--- src/decodePkg.sv ---
// Decode stage shared definitions
`default_nettype none

package decodePkg;

	// field widths
	localparam int regWidth   = 6;
	localparam int immWidth   = 33;
	localparam int cmdWidth   = 8;
	localparam int jumboWidth = 24;	// payload bits carried by one jumbo prefix

	// instruction length in 16-bit words
	typedef logic [1:0] lenWords;

	localparam lenWords len16 = 2'd1;
	localparam lenWords len32 = 2'd2;
	localparam lenWords len48 = 2'd3;

	// condition field, ucmd bits 7:6
	localparam logic [1:0] condAlways = 2'b00;
	localparam logic [1:0] condTrue   = 2'b10;	// run if predicate set
	localparam logic [1:0] condFalse  = 2'b11;	// run if predicate clear

	// extension top bits that no decoder may emit
	localparam logic [1:0] ixtWideBad = 2'b11;

	// invalid-op micro-command, low six bits of ucmd
	localparam logic [5:0] ucmdInvop = 6'h3F;

	// high byte of the first word in a jumbo prefix
	localparam logic [7:0] jumboTag = 8'hFE;

	// group bits, ucmd bits 5:4
	localparam logic [1:0] grp16 = 2'b00;
	localparam logic [1:0] grp32 = 2'b01;
	localparam logic [1:0] grp48 = 2'b10;

	/*
	 * Class prefixes on first word bits 15:10
	 *   11100x  E0..E7  32-bit predicated, df in bit 10
	 *   111010  E8..EB  32-bit predicated, df in bit 8
	 *   111011  EC..EF  48-bit predicated, df in bit 9
	 *   11110x  F0..F7  32-bit
	 *   111110  F8..FB  32-bit
	 *   111111  FC..FF  48-bit
	 * anything else is a 16-bit op
	 */
	localparam logic [5:0] clsE0 = 6'b11100?;
	localparam logic [5:0] clsE8 = 6'b111010;
	localparam logic [5:0] clsEC = 6'b111011;
	localparam logic [5:0] clsF0 = 6'b11110?;
	localparam logic [5:0] clsF8 = 6'b111110;
	localparam logic [5:0] clsFC = 6'b111111;

endpackage

`default_nettype wire

--- src/decOp.sv ---
// Instruction class decode and field select
`timescale 1ns/1ps
`default_nettype none

module decOp import decodePkg::*;
(
	input  wire logic [63:0]    istrWord,	// current window
	input  wire logic [63:0]    istrWordL,	// previously accepted window
	output logic [regWidth-1:0] idRegN,
	output logic [regWidth-1:0] idRegM,
	output logic [regWidth-1:0] idRegO,
	output logic [immWidth-1:0] idImm,
	output logic [immWidth-1:0] idImmB,
	output logic [cmdWidth-1:0] idUCmd,
	output logic [cmdWidth-1:0] idUIxt,
	output lenWords             idLen
);

	// jumbo prefix from last window
	logic                  jumboA;
	logic                  jumboB;
	logic [jumboWidth-1:0] jumboLo;
	logic [jumboWidth-1:0] jumboHi;

	assign jumboA  = (istrWordL[15:8] == jumboTag);
	assign jumboB  = jumboA && (istrWordL[47:40] == jumboTag);
	assign jumboLo = {istrWordL[7:0], istrWordL[31:16]};
	assign jumboHi = {istrWordL[39:32], istrWordL[63:48]};

	logic [regWidth-1:0] d16RegN, d16RegM, d16RegO;
	logic [immWidth-1:0] d16Imm;
	logic [cmdWidth-1:0] d16UCmd, d16Ixt;

	logic [regWidth-1:0] d32RegN, d32RegM, d32RegO;
	logic [immWidth-1:0] d32Imm, d32ImmB;
	logic [cmdWidth-1:0] d32UCmd, d32Ixt;

	logic [regWidth-1:0] d48RegN, d48RegM, d48RegO;
	logic [immWidth-1:0] d48Imm;
	logic [cmdWidth-1:0] d48UCmd, d48Ixt;

	decOp16 i_decOp16 (
		.istrWord (istrWord[15:0]),
		.regN     (d16RegN),
		.regM     (d16RegM),
		.regO     (d16RegO),
		.imm      (d16Imm),
		.ucmd     (d16UCmd),
		.ixt      (d16Ixt)
	);

	decOp32 i_decOp32 (
		.istrWord (istrWord[31:0]),
		.jumboLo  (jumboLo),
		.jumboHi  (jumboHi),
		.jumboA   (jumboA),
		.jumboB   (jumboB),
		.regN     (d32RegN),
		.regM     (d32RegM),
		.regO     (d32RegO),
		.imm      (d32Imm),
		.immB     (d32ImmB),
		.ucmd     (d32UCmd),
		.ixt      (d32Ixt)
	);

	decOp48 i_decOp48 (
		.istrWord (istrWord[47:0]),
		.regN     (d48RegN),
		.regM     (d48RegM),
		.regO     (d48RegO),
		.imm      (d48Imm),
		.ucmd     (d48UCmd),
		.ixt      (d48Ixt)
	);

	logic isDz;	// predicated class
	logic isDf;	// predicate-false when set

	always_comb
	begin
		idLen = len16;
		isDz  = 1'b0;
		isDf  = 1'b0;

		casez (istrWord[15:10])
			clsE0: begin idLen = len32; isDz = 1'b1; isDf = istrWord[10]; end
			clsE8: begin idLen = len32; isDz = 1'b1; isDf = istrWord[8]; end
			clsEC: begin idLen = len48; isDz = 1'b1; isDf = istrWord[9]; end
			clsF0,
			clsF8: idLen = len32;
			clsFC: idLen = len48;
			default: idLen = len16;
		endcase

		idImmB = '0;	// only the 32-bit form carries a second immediate
		case (idLen)
			len32:
			begin
				idRegN = d32RegN;
				idRegM = d32RegM;
				idRegO = d32RegO;
				idImm  = d32Imm;
				idImmB = d32ImmB;
				idUCmd = d32UCmd;
				idUIxt = d32Ixt;
			end
			len48:
			begin
				idRegN = d48RegN;
				idRegM = d48RegM;
				idRegO = d48RegO;
				idImm  = d48Imm;
				idUCmd = d48UCmd;
				idUIxt = d48Ixt;
			end
			default:
			begin
				idRegN = d16RegN;
				idRegM = d16RegM;
				idRegO = d16RegO;
				idImm  = d16Imm;
				idUCmd = d16UCmd;
				idUIxt = d16Ixt;
			end
		endcase

		if (isDz)
			idUCmd[7:6] = isDf ? condFalse : condTrue;

		// bad extension pair, keep the condition bits
		if (idUIxt[7:6] == ixtWideBad)
			idUCmd[5:0] = ucmdInvop;
	end

endmodule

`default_nettype wire

--- src/decOp16.sv ---
// 16-bit instruction decoder
`timescale 1ns/1ps
`default_nettype none

module decOp16 import decodePkg::*;
(
	input  wire logic [15:0]         istrWord,
	output logic [regWidth-1:0]      regN,
	output logic [regWidth-1:0]      regM,
	output logic [regWidth-1:0]      regO,
	output logic [immWidth-1:0]      imm,
	output logic [cmdWidth-1:0]      ucmd,
	output logic [cmdWidth-1:0]      ixt
);

	logic [3:0] opNib;	// major op, top nibble
	logic [3:0] fldN;
	logic [3:0] fldM;
	logic [3:0] fldI;

	// nibble split of the single word
	assign opNib = istrWord[15:12];
	assign fldN  = istrWord[11:8];
	assign fldM  = istrWord[7:4];
	assign fldI  = istrWord[3:0];

	// short form only reaches the low 16 registers
	assign regN = {{(regWidth-4){1'b0}}, fldN};
	assign regM = {{(regWidth-4){1'b0}}, fldM};
	assign regO = '0;	// no third operand

	// 4-bit unsigned immediate
	assign imm = {{(immWidth-4){1'b0}}, fldI};

	// never predicated
	assign ucmd = {condAlways, grp16, opNib};

	assign ixt = '0;	// no extension byte in short ops

endmodule

`default_nettype wire

--- src/decOp32.sv ---
// 32-bit instruction decoder
// with jumbo immediate merge
`timescale 1ns/1ps
`default_nettype none

module decOp32 import decodePkg::*;
(
	input  wire logic [31:0]           istrWord,
	input  wire logic [jumboWidth-1:0] jumboLo,
	input  wire logic [jumboWidth-1:0] jumboHi,
	input  wire logic                  jumboA,
	input  wire logic                  jumboB,
	output logic [regWidth-1:0]        regN,
	output logic [regWidth-1:0]        regM,
	output logic [regWidth-1:0]        regO,
	output logic [immWidth-1:0]        imm,
	output logic [immWidth-1:0]        immB,
	output logic [cmdWidth-1:0]        ucmd,
	output logic [cmdWidth-1:0]        ixt
);

	logic [15:0] wordA;	// first word
	logic [15:0] wordB;	// second word
	logic [9:0]  immRaw;
	logic [immWidth-1:0] immPlain;
	logic [immWidth-1:0] immJumbo;
	logic [immWidth-1:0] immWide;

	assign wordA = istrWord[15:0];
	assign wordB = istrWord[31:16];

	// register fields live in the second word
	assign regN = wordB[5:0];
	assign regM = wordB[11:6];

	// two high bits of the third register sit in the first word
	assign regO = {wordA[9:8], wordB[15:12]};

	// 10-bit signed immediate overlaps regM
	assign immRaw   = istrWord[31:22];
	assign immPlain = {{(immWidth-10){immRaw[9]}}, immRaw};

	/*
	 * Prefix A supplies 24 upper bits, the op keeps its top 8 bits as
	 * the low byte. The prefix top bit doubles as the sign.
	 */
	assign immJumbo = {jumboLo[jumboWidth-1], jumboLo, istrWord[31:24]};

	// prefix B adds a second immediate from the high half of the window
	assign immWide = {1'b0, jumboHi, jumboLo[23:16]};

	always_comb
	begin
		if (jumboA)
			imm = immJumbo;
		else
			imm = immPlain;

		if (jumboB)
			immB = immWide;
		else
			immB = '0;
	end

	// condition gets overridden upstream for predicated classes
	assign ucmd = {condAlways, grp32, wordA[3:0]};

	assign ixt = wordA[7:0];	// raw extension byte, checked in decOp

endmodule

`default_nettype wire

--- src/decOp48.sv ---
// 48-bit instruction decoder
`timescale 1ns/1ps
`default_nettype none

module decOp48 import decodePkg::*;
(
	input  wire logic [47:0]    istrWord,
	output logic [regWidth-1:0] regN,
	output logic [regWidth-1:0] regM,
	output logic [regWidth-1:0] regO,
	output logic [immWidth-1:0] imm,
	output logic [cmdWidth-1:0] ucmd,
	output logic [cmdWidth-1:0] ixt
);

	logic [25:0] immRaw;	// spans words two and three

	assign regN = istrWord[21:16];
	assign regM = istrWord[27:22];
	assign regO = '0;

	assign immRaw = istrWord[47:22];
	assign imm    = {{(immWidth-26){immRaw[25]}}, immRaw};	// sign extend

	assign ucmd = {condAlways, grp48, istrWord[3:0]};

	// top pair always clear here, so never flagged bad
	assign ixt = {2'b00, istrWord[9:4]};

endmodule

`default_nettype wire

--- src/decodeStage.sv ---
// Decode stage top
`timescale 1ns/1ps
`default_nettype none

module decodeStage import decodePkg::*;
(
	input  wire logic           clock,
	input  wire logic           rst,
	input  wire logic           istrValid,
	input  wire logic [63:0]    istrWord,
	output logic                opValid,
	output logic [regWidth-1:0] opRegN,
	output logic [regWidth-1:0] opRegM,
	output logic [regWidth-1:0] opRegO,
	output logic [immWidth-1:0] opImm,
	output logic [immWidth-1:0] opImmB,
	output logic [cmdWidth-1:0] opUCmd,
	output logic [cmdWidth-1:0] opUIxt,
	output lenWords             opLen
);

	logic [63:0] istrWordL;	// last accepted window, jumbo source

	logic [regWidth-1:0] decRegN, decRegM, decRegO;
	logic [immWidth-1:0] decImm, decImmB;
	logic [cmdWidth-1:0] decUCmd, decUIxt;
	lenWords             decLen;

	decOp i_decOp (
		.istrWord  (istrWord),
		.istrWordL (istrWordL),
		.idRegN    (decRegN),
		.idRegM    (decRegM),
		.idRegO    (decRegO),
		.idImm     (decImm),
		.idImmB    (decImmB),
		.idUCmd    (decUCmd),
		.idUIxt    (decUIxt),
		.idLen     (decLen)
	);

	always_ff @(posedge clock)
	begin
		if (rst)
		begin
			opValid   <= 1'b0;
			istrWordL <= '0;	// no prefix seen yet
			opRegN    <= '0;
			opRegM    <= '0;
			opRegO    <= '0;
			opImm     <= '0;
			opImmB    <= '0;
			opUCmd    <= '0;
			opUIxt    <= '0;
			opLen     <= '0;
		end
		else
		begin
			opValid <= istrValid;
			if (istrValid)	// idle cycles leave prefix and outputs alone
			begin
				istrWordL <= istrWord;
				opRegN    <= decRegN;
				opRegM    <= decRegM;
				opRegO    <= decRegO;
				opImm     <= decImm;
				opImmB    <= decImmB;
				opUCmd    <= decUCmd;
				opUIxt    <= decUIxt;
				opLen     <= decLen;
			end
		end
	end

endmodule

`default_nettype wire

--- config.mk ---
export PLATFORM = sky130hd
export DESIGN_NAME = decodeStage
export DESIGN_NICKNAME = d
export VERILOG_FILES = /design/src/decodePkg.sv /design/src/decOp.sv /design/src/decOp16.sv /design/src/decOp32.sv /design/src/decOp48.sv /design/src/decodeStage.sv
export SDC_FILE = /design/constraint.sdc
export NUM_CORES = 1
export LEC_CHECK = 0
export BUFFER_PORTS_ARGS = -buffer_cell sky130_fd_sc_hd__buf_4
export CAP_MARGIN = 15
export CORE_MARGIN = 2
export CORE_UTILIZATION = 40
export DETAILED_ROUTE_END_ITERATION = 12
export MAX_ROUTING_LAYER = met4
export REMOVE_ABC_BUFFERS = 1
export SLEW_MARGIN = 30
export SYNTH_ARGS = -nofsm -noshare
export SYNTH_HDL_FRONTEND = slang
export SYNTH_HIERARCHICAL = 1
export SYNTH_SLANG_ARGS = --single-unit
--- constraint.sdc ---
create_clock -name clock -period 3.8 [get_ports clock]
set_clock_uncertainty 0.1 [all_clocks]
set_input_delay 0.38 -clock clock [delete_from_list [all_inputs] [get_ports clock]]
set_output_delay 0.38 -clock clock [all_outputs]
set_load 0.005 [all_outputs]
== After elaboration in Yosys (flattened, before gate mapping) ==
Cells that the tools add are included.

* Bits in registers: 167
* Input bits: 67
* Output and inout port bits: 103
* Logic and storage cells: 41

* Equal/unequal tests: 11
* Multiplexer cells: 15
* Reduce and logical (&&, ||, !) cells: 5

{| class="wikitable"
|+ Operators by type and width
! cell !! count
|-
| two-way mux 33 bit || 2
|-
| one-hot mux 33 bit (2 select lines) || 1
|-
| two-way mux 32 bit || 1
|-
| equality test 6 bit, second input constant || 4
|-
| two-way mux 6 bit || 4
|-
| equality test 8 bit, second input constant || 2
|-
| one-hot mux 8 bit (2 select lines) || 1
|-
| one-hot mux 6 bit (2 select lines) || 1
|-
| equality test 5 bit, second input constant || 2
|-
| equality test 2 bit, second input constant || 3
|-
| one-hot mux 2 bit (2 select lines) || 1
|-
| OR reduction 2 bit || 2
|-
| OR reduction 4 bit || 1
|-
| one-hot mux 1 bit (3 select lines) || 1
|-
| OR reduction 3 bit || 1
|-
| two-way mux 1 bit || 2
|-
| two-way mux 2 bit || 1
|-
| logical AND 1 bit || 1
|}

== Depth between registers and ports, before layout ==
Gate-level depths: netlist of the first run.

* Depth in word-level cells: 7
* Gate-level depth with buffers: 9
* Gate-level depth less buffers: 7

== By module ==
The synthesis of the first run kept the hierarchy.

{| class="wikitable"
|+ By module, submodules not included
! module !! instances !! cells an instance !! area each (µm²) !! sequential area each (µm²)
|-
| decodeStage || 1 || 538 || 5,984.5 || 3,343.2
|-
| decOp || 1 || 282 || 1,788.0 || 0.0
|-
| decOp32 || 1 || 111 || 1,043.5 || 0.0
|-
| decOp48 || 1 || 69 || 510.5 || 0.0
|-
| decOp16 || 1 || 68 || 506.7 || 0.0
|}

== Least setup slack after synthesis of the first run ==
OpenSTA, ideal clock, no wires.

* Path kind: reg-to-reg
* Start: register istrWordL[8]
* End: register opImm[32]
* Library setup time: 0.128 ns
* Arrival time: 1.529 ns
* Data required time: 3.572 ns
* Path slack: 2.043 ns
* Cell stages (with the launch flop): 10
* Period minus slack after synthesis: 1.757 ns
* Cells stage by stage: dfxtp_1 nand4b_1 nor2_1 buf_6 mux2_2 buf_4 mux2i_1 o21ai_1 mux2i_1 nor2_1

* Longest elaborated chain between the ends: 3

{| class="wikitable"
|+ RTL lines
! item !! line !! RTL
|-
| start, declared || decodeStage.sv:22 || <nowiki>logic [63:0] istrWordL;</nowiki>
|-
| start signal, assigned || decodeStage.sv:62 || <nowiki>istrWordL <= istrWord;</nowiki>
|-
| equality test 8 bit || decOp.sv:25 || <nowiki>assign jumboA = (istrWordL[15:8] == jumboTag);</nowiki>
|-
| via i_decOp.jumboA || decOp.sv:20 || <nowiki>logic jumboA;</nowiki>
|-
| two-way mux 33 bit || decOp32.sv:54 || <nowiki>if (jumboA)</nowiki>
|-
| via i_decOp.d32Imm[32] || decOp.sv:35 || <nowiki>logic [immWidth-1:0] d32Imm, d32ImmB;</nowiki>
|-
| one-hot mux 33 bit (2 select lines) || decOp.sv:97 || <nowiki>case (idLen)</nowiki>
|-
| via decImm[32] || decodeStage.sv:25 || <nowiki>logic [immWidth-1:0] decImm, decImmB;</nowiki>
|-
| end signal, assigned || decodeStage.sv:66 || <nowiki>opImm <= decImm;</nowiki>
|-
| end, declared || decodeStage.sv:15 || <nowiki>output logic [immWidth-1:0] opImm,</nowiki>
|}

The timed path passes the listed nets, and every way through them passes these cells.
A chain may end at the register's enable or synchronous reset.

== Worst setup path in the final report of the first run ==
* Start: register istrWordL[13]
* End: register opImm[29]

Same word-level chain as after synthesis.

==> metrics.md, run 1 <==
| Metric | Value |
|---|---|
| Setup crit end kind | register |
| DP Area | 0.0100 mm2 |
| Gr usage total | 0.171 |
| Launch point of the worst reg-to-reg path | istrWordL[13]$_SDFFE_PP0P_ |
| Worst reg-to-reg setup slack | 1.28 ns |
| CTS clock-pin slew for the worst setup and hold paths | 0.07 ns |
| Crit-path slowest cell | nor2_4 |
| Die width | 161 um |
| Multi-input logic area | 0.00485 mm2 |
| Post-DP HPWL | 13600 um |
| Tmin final | 2.52 ns |
| Met3 Routed Length | 1120 um |
| Commonest non-fill, non-tap cell in the layout | mux2i_1 |
| Leak Pwr | 5.50 nW |
| Root buffer cell | clkbuf_16 |
| Final setup vio count | 0 |
| Termination of the worst setup path | opImm[29]$_SDFFE_PP0P_ |
| CTS tree | built |
| Overflow after GRT | 0 |
| Peak VDD IR | 0.251 mV |
| Largest net degree at the start of global routing | 102 |
| Critical Path RT | 3.99 ns |
| Initial antenna violation count | 0 |
| Crit path DAT | 2.71 ns |
| Worst rel slew slack | 0.419 |
| Hold buffers post-CTS | 0 |
| First-pass GRT wire length | 33900 um |
| Crit path depth | 8 |
| FF-to-FF End | opImm[29]$_SDFFE_PP0P_ |
| Wire per inst | 15.0 um |
| Total length of routed wires | 21400 um |
| Final period util | 0.662 |
| DRC | 0 |
| Outcome | completed |
| Ant diodes | 0 |
| Cell area after synthesis | 0.00983 mm2 |
| Seq/Total Area, Yosys | 0.340 |
| Reg power frac | 0.430 |
| Filler Cell Count | 2409 |
| YS warnings | 6 |
| Worst-path cell chain | nand4_1 > nor2_4 > buf_12 > mux2_2 > mux2i_1 > o21ai_0 > mux2i_1 > nor2_1 |
| Post-Route M1 WL | 10800 um |
| Synth cell types | 32 |
| TritonRoute pass-1 iters | 4 |
| Worst setup margin | 1.28 ns |
| Routed Antenna Nets | 0 |
| Max Cap Viol | 0 |
| Critical path buffer and inverter count | 1 |
| Met2 WL | 9290 um |
| Core Area | 0.0242 mm2 |
| Ys async rst share | 0 |
| Vias in the first global route | 6012 |
| # rows | 57 |
| Worst min path class | input pin to register |
| Pwr Density | 412 mW/mm2 |
| Switching share of power | 0.260 |
| TritonCTS Buffers | 17 |
| Nets | 1150 |
| Internal power | 0.00325 W |
| EDFF count, synth | 0 |
| Effective utilization at floorplan | 0.406 |
| DIE HEIGHT | 161 um |
| Post-CTS Repair Setup Buffers | 0 |
| Comb power frac | 0.132 |
| WS Path Type | register to register |
| CP startpoint | istrWordL[13]$_SDFFE_PP0P_ |
| Dpl ws | 1.27 ns |
| Port Buffer Count | 169 |
| Clock power share | 0.437 |
| Post-route cell area | 0.0106 mm2 |
| H-tree levels | 4 |
| Crit-path leading delay family | simple AND/OR/NAND/NOR gates |
| Pins Over Slew Limit | 0 |
| Clk buf depth | 2 |
| Fin. Hold Viols | 0 |
| Critical-path maximum fanout | 20 |
| Largest cells by area after synthesis | dfxtp_1 34%, mux2i_1 24%, buf_4 14%, nor2_1 6.4%, mux2_4 4.6% |
| Synth top area share | 0.340 |
| Max layer used | met4 |
| Flop and latch count out of synthesis | 167 |
| Psw | 0.00114 W |
| Iter 0 DRT Violations | 393 |
| Tot Pwr | 0.00439 W |
| Post-cts gate resize count | 0 |
| Layout cell share with drive strength beyond 1 | 0.227 |
| Yosys top cell by area | dfxtp_1 |
| Cells after synthesis | 1068 |
| Final Wtd Congestion | 0.724 |
| Worst reg2reg path depth | 8 |
| Worst Tran Pin Value | 0.870 ns |
| Average size of a mapped cell | 9.21 um2 |
| Vias per cell | 4.52 |
| Area Growth Syn to Fin | 8.27% |
| Most frequent cells in the layout | 232 x mux2i_1, 175 x buf_4, 167 x nor2_1, 167 x dfxtp_1, 68 x conb_1 |
| Num ports | 170 |
| RSZ-0062 raised after global routing | no |
| Clk sinks | 167 |
| Register area | 0.00334 mm2 |
| Die area | 0.0259 mm2 |
| Top_reg_cell synth | dfxtp_1 |
| Vias | 6416 |
| CP max stage delay | 0.61 ns |
| Max frequency | 0.397 GHz |
| Most used cell, CP | mux2i_1 |
| Worst Setup Start Kind | register |
| Clk Latency, worst-skew pair | 0.43 ns |
[worst register-to-register path, stage by stage, from the launching register on]
cell     delay (ns)
dfxtp_1        0.35
nand4_1        0.26
nor2_4         0.61
buf_12         0.30
mux2_2         0.36
mux2i_1        0.12
o21ai_0        0.08
mux2i_1        0.16
nor2_1         0.05
[stage by stage]
stage / std cells / util / setup TNS (ns) / hold slack (ns)
after floorplan: 884 / - / -17.78 / 0.351
after global placement: 1388 / 0.413 / 0 / 0.365
after detailed placement: 1388 / 0.413 / 0 / 0.375
after CTS: 1420 / 0.439 / 0 / 0.0664
after global routing: 1420 / 0.439 / 0 / 0.0784
final: 1420 / 0.439 / 0 / 0.0874
[area by class of cell]
type,count,share of cell area
clock inverters,14,0.0199
multi-input cells,715,0.456
clock buffers,18,0.0403
repair buffers,180,0.132
flip-flops and latches,167,0.314
inverters,2,0.000705
well taps,324,0.0381
[layer usage]
| layer | vias to the layer above | track usage |
|---|---|---|
| met1 | 2909 | 0.233 |
| met5 | - | - |
| met3 | 8 | 0.0442 |
| met4 | 0 | 0.0353 |
| li1 | 3361 | - |
| met2 | 138 | 0.256 |
[state kept, by name (all words and copies together), names as in the netlist]
signal,flops
opRegO,6
opImm,33
opRegM,6
opUIxt,8
opImmB,33
opLen,2
istrWordL,64
opRegN,6
opValid,1
opUCmd,8
[worst min path at each step]
stage / startpoint / endpoint / slack [ns] / cells past startpoint
2_1_floorplan: istrWordL[40]$_SDFFE_PP0P_ / istrWordL[40]$_SDFFE_PP0P_ / 0.35 / 2
3_3_place_gp: istrWordL[58]$_SDFFE_PP0P_ / istrWordL[58]$_SDFFE_PP0P_ / 0.36 / 2
3_5_place_dp: istrWordL[36]$_SDFFE_PP0P_ / istrWordL[36]$_SDFFE_PP0P_ / 0.38 / 2
4_1_cts: istrWord[58] / istrWordL[58]$_SDFFE_PP0P_ / 0.07 / 3
5_1_grt: istrWord[56] / istrWordL[56]$_SDFFE_PP0P_ / 0.08 / 3
6_report: istrWord[51] / istrWordL[51]$_SDFFE_PP0P_ / 0.09 / 3
[cells by family after synthesis]
family                 count (synthesis)  share of synthesized area
AND/OR/NAND/NOR                      312                      0.140
multiplexers                         264                      0.284
buffers and inverters                249                      0.194
AO/OA/AOI/OAI                         71                     0.0398
flip-flops                           167                      0.340
other                                  5                    0.00191
[synth_stat cells (4+ instances only)]
| cell | instances |
|---|---|
| and2_1 | 33 |
| clkbuf_1 | 18 |
| and3_1 | 34 |
| o21ai_1 | 55 |
| mux2_4 | 30 |
| buf_4 | 178 |
| dfxtp_1 | 167 |
| mux2i_1 | 232 |
| nor3_1 | 6 |
| o21ai_0 | 4 |
| buf_12 | 4 |
| nor2_1 | 168 |
| nand2_1 | 62 |
| buf_6 | 7 |
| a31oi_1 | 7 |
| conb_1 | 5 |
| buf_8 | 14 |
| buf_2 | 26 |
[power groups by stage]
stage | Combinational [W] | Sequential (W) | Clock (W)
floorplan | 0.000301 | 0.00192 | 0
global placement | 0.000582 | 0.00193 | 0
detailed placement | 0.000587 | 0.00193 | 0
CTS | 0.000588 | 0.00189 | 0.00197
global route | 0.000646 | 0.00190 | 0.00203
finish | 0.000581 | 0.00189 | 0.00192
Power figures use the tool's default switching activity.
==> run 2: changes to the inputs <==
==> constraint.sdc (replaced) <==
create_clock -name clock -period 2.1 [get_ports clock]
set_clock_uncertainty 0.1 [all_clocks]
set_input_delay 0.21 -clock clock [delete_from_list [all_inputs] [get_ports clock]]
set_output_delay 0.21 -clock clock [all_outputs]
set_load 0.005 [all_outputs]
==> run 2 against run 1 <==
Against the previous run:
- fmax increased by 26%
- sequential cell count stayed put
- non-clock buffer count grew 73
- clock power up 83%
- sequential share of layout area down 2.3 points
- critical endpoint is now opImm[27]$_SDFFE_PP0P_
- largest power group unchanged
- highest routed layer unchanged
==> metrics.md, run 2 (same netlist as run 1, synthesis figures left out) <==
| Metric | Value |
|---|---|
| Outcome | completed |
| Clk sinks | 167 |
| CTS tree | built |
| Crit path DAT | 2.21 ns |
| Final Wtd Congestion | 0.743 |
| Core Util, Final | 0.474 |
| Critical-path maximum fanout | 4 |
| Filler Cell Count | 2393 |
| Total length of routed wires | 22500 um |
| Worst rel slew slack | 0.662 |
| TNS Setup | 0 ns |
| Worst hold slack | 0.00624 ns |
| Final setup vio count | 0 |
| Nets | 1223 |
| Core Area | 0.0242 mm2 |
| Worst Setup Start Kind | register |
| Overflow after GRT | 0 |
| Tmin final | 2.00 ns |
| Vias in the first global route | 6252 |
| Num ports | 170 |
| Peak VDD IR | 0.427 mV |
| Multi-input logic area | 0.00485 mm2 |
| Register area | 0.00334 mm2 |
| Die width | 161 um |
| Max frequency | 0.501 GHz |
| Port Buffer Count | 169 |
| Top reg by flops | istrWordL |
| TritonRoute pass-1 iters | 4 |
| Dpl ws | 0.119 ns |
| Pwr Density | 706 mW/mm2 |
| Worst reg2reg path depth | 10 |
| Vias | 6772 |
| Clk Latency, worst-skew pair | 0.43 ns |
| Layout cell share with drive strength beyond 1 | 0.228 |
| TritonCTS Buffers | 17 |
| Largest net degree at the start of global routing | 120 |
| Max Cap Viol | 0 |
| Die area | 0.0259 mm2 |
| Most frequent cells in the layout | 232 x mux2i_1, 179 x buf_4, 167 x nor2_1, 167 x dfxtp_1, 68 x conb_1 |
| Worst setup margin | 0.104 ns |
| First-pass GRT wire length | 34900 um |
| Wire per inst | 15.0 um |
| Final period util | 0.951 |
| DRC | 0 |
| Iter 0 DRT Violations | 452 |
| Worst min path class | input pin to register |
| Leak Pwr | 5.88 nW |
| Worst Tran Pin Value | 0.508 ns |
| CTS clock-pin slew for the worst setup and hold paths | 0.07 ns |
| Pins Over Slew Limit | 0 |
| DIE HEIGHT | 161 um |
| Fin. Hold Viols | 0 |
| # rows | 57 |
| Vias per cell | 4.54 |
| Area Growth Syn to Fin | 16.9% |
| Post-DP HPWL | 14200 um |
| Effective utilization at floorplan | 0.406 |
| Initial antenna violation count | 0 |
| Critical Path RT | 2.32 ns |
| Clk buf depth | 2 |
| H-tree levels | 4 |
| Root buffer cell | clkbuf_16 |
| Max FFs per register | 64 |
| Routed Antenna Nets | 0 |
| Ant diodes | 0 |
| Commonest non-fill, non-tap cell in the layout | mux2i_1 |
| Largest registers | istrWordL (64), opImmB (33), opImm (33) |
| Gr usage total | 0.175 |
| RSZ-0062 raised after global routing | yes |
| Setup crit end kind | register |
| WS Path Type | register to register |
| WHS Path Cells | 3 |
## run 2: changes by cell type in the layout (fill, tap and decap cells not counted), sizes merged
cell / previous run / this run
buf: 180 / 196
bufinv: 4 / 5
clkbuf: 18 / 20
clkinvlp: 1 / 2
dlygate4sd3: 0 / 55
inv: 8 / 6
## run 2: area by class of cell
class | count | share of cell area
multi-input cells | 715 | 0.422
flip-flops and latches | 167 | 0.291
repair buffers | 253 | 0.195
clock buffers | 18 | 0.0373
well taps | 324 | 0.0353
clock inverters | 14 | 0.0190
inverters | 2 | 0.000653
## run 2: final timing paths
check	from	to	slack [ns]
worst max-delay path	istrWordL[8]$_SDFFE_PP0P_	opImm[27]$_SDFFE_PP0P_	0.10
worst max register to register	istrWordL[8]$_SDFFE_PP0P_	opImm[27]$_SDFFE_PP0P_	0.10
worst min register to register	istrWordL[53]$_SDFFE_PP0P_	istrWordL[53]$_SDFFE_PP0P_	0.38
worst min-delay path	istrWord[15]	istrWordL[15]$_SDFFE_PP0P_	0.006
## run 2: what timing repair did
action / in CTS / in global routing
setup endpoints to repair: 0 / 4
hold endpoints to repair: 55 / 0
gates resized for setup: 0 / 3
setup buffers: 0 / 7
hold buffers: 55 / 0
## run 2: metrics by stage
step / cell area [um2] / power (W) / cells
after global routing: 11500 / 0.00847 / 1493
after global placement: 10200 / 0.00458 / 1397
after detailed placement: 10200 / 0.00459 / 1397
final: 11500 / 0.00812 / 1493
after CTS: 11400 / 0.00821 / 1484
after floorplan: 8170 / 0.00402 / 884
## run 2: worst max-delay path, cell delays in order, from the launching register on
cell	delay [ns]
dfxtp_1	0.30
nand4b_1	0.24
nor2_4	0.15
buf_4	0.15
clkbuf_16	0.15
buf_4	0.10
mux2_4	0.28
mux2i_1	0.14
o21ai_1	0.08
mux2i_1	0.15
nor2_1	0.05
## run 2: per-layer routing
metal / GRT usage / part of all wire
met1: 0.245 / 0.51
met2: 0.259 / 0.43
met3: 0.0333 / 0.046
met4: 0.0438 / 0.010
met5: - / 0
## run 2: where the power goes
part	internal [W]	switching, W
clock network	0.00213	0.00140
registers	0.00333	0.0000862
logic	0.000611	0.000567
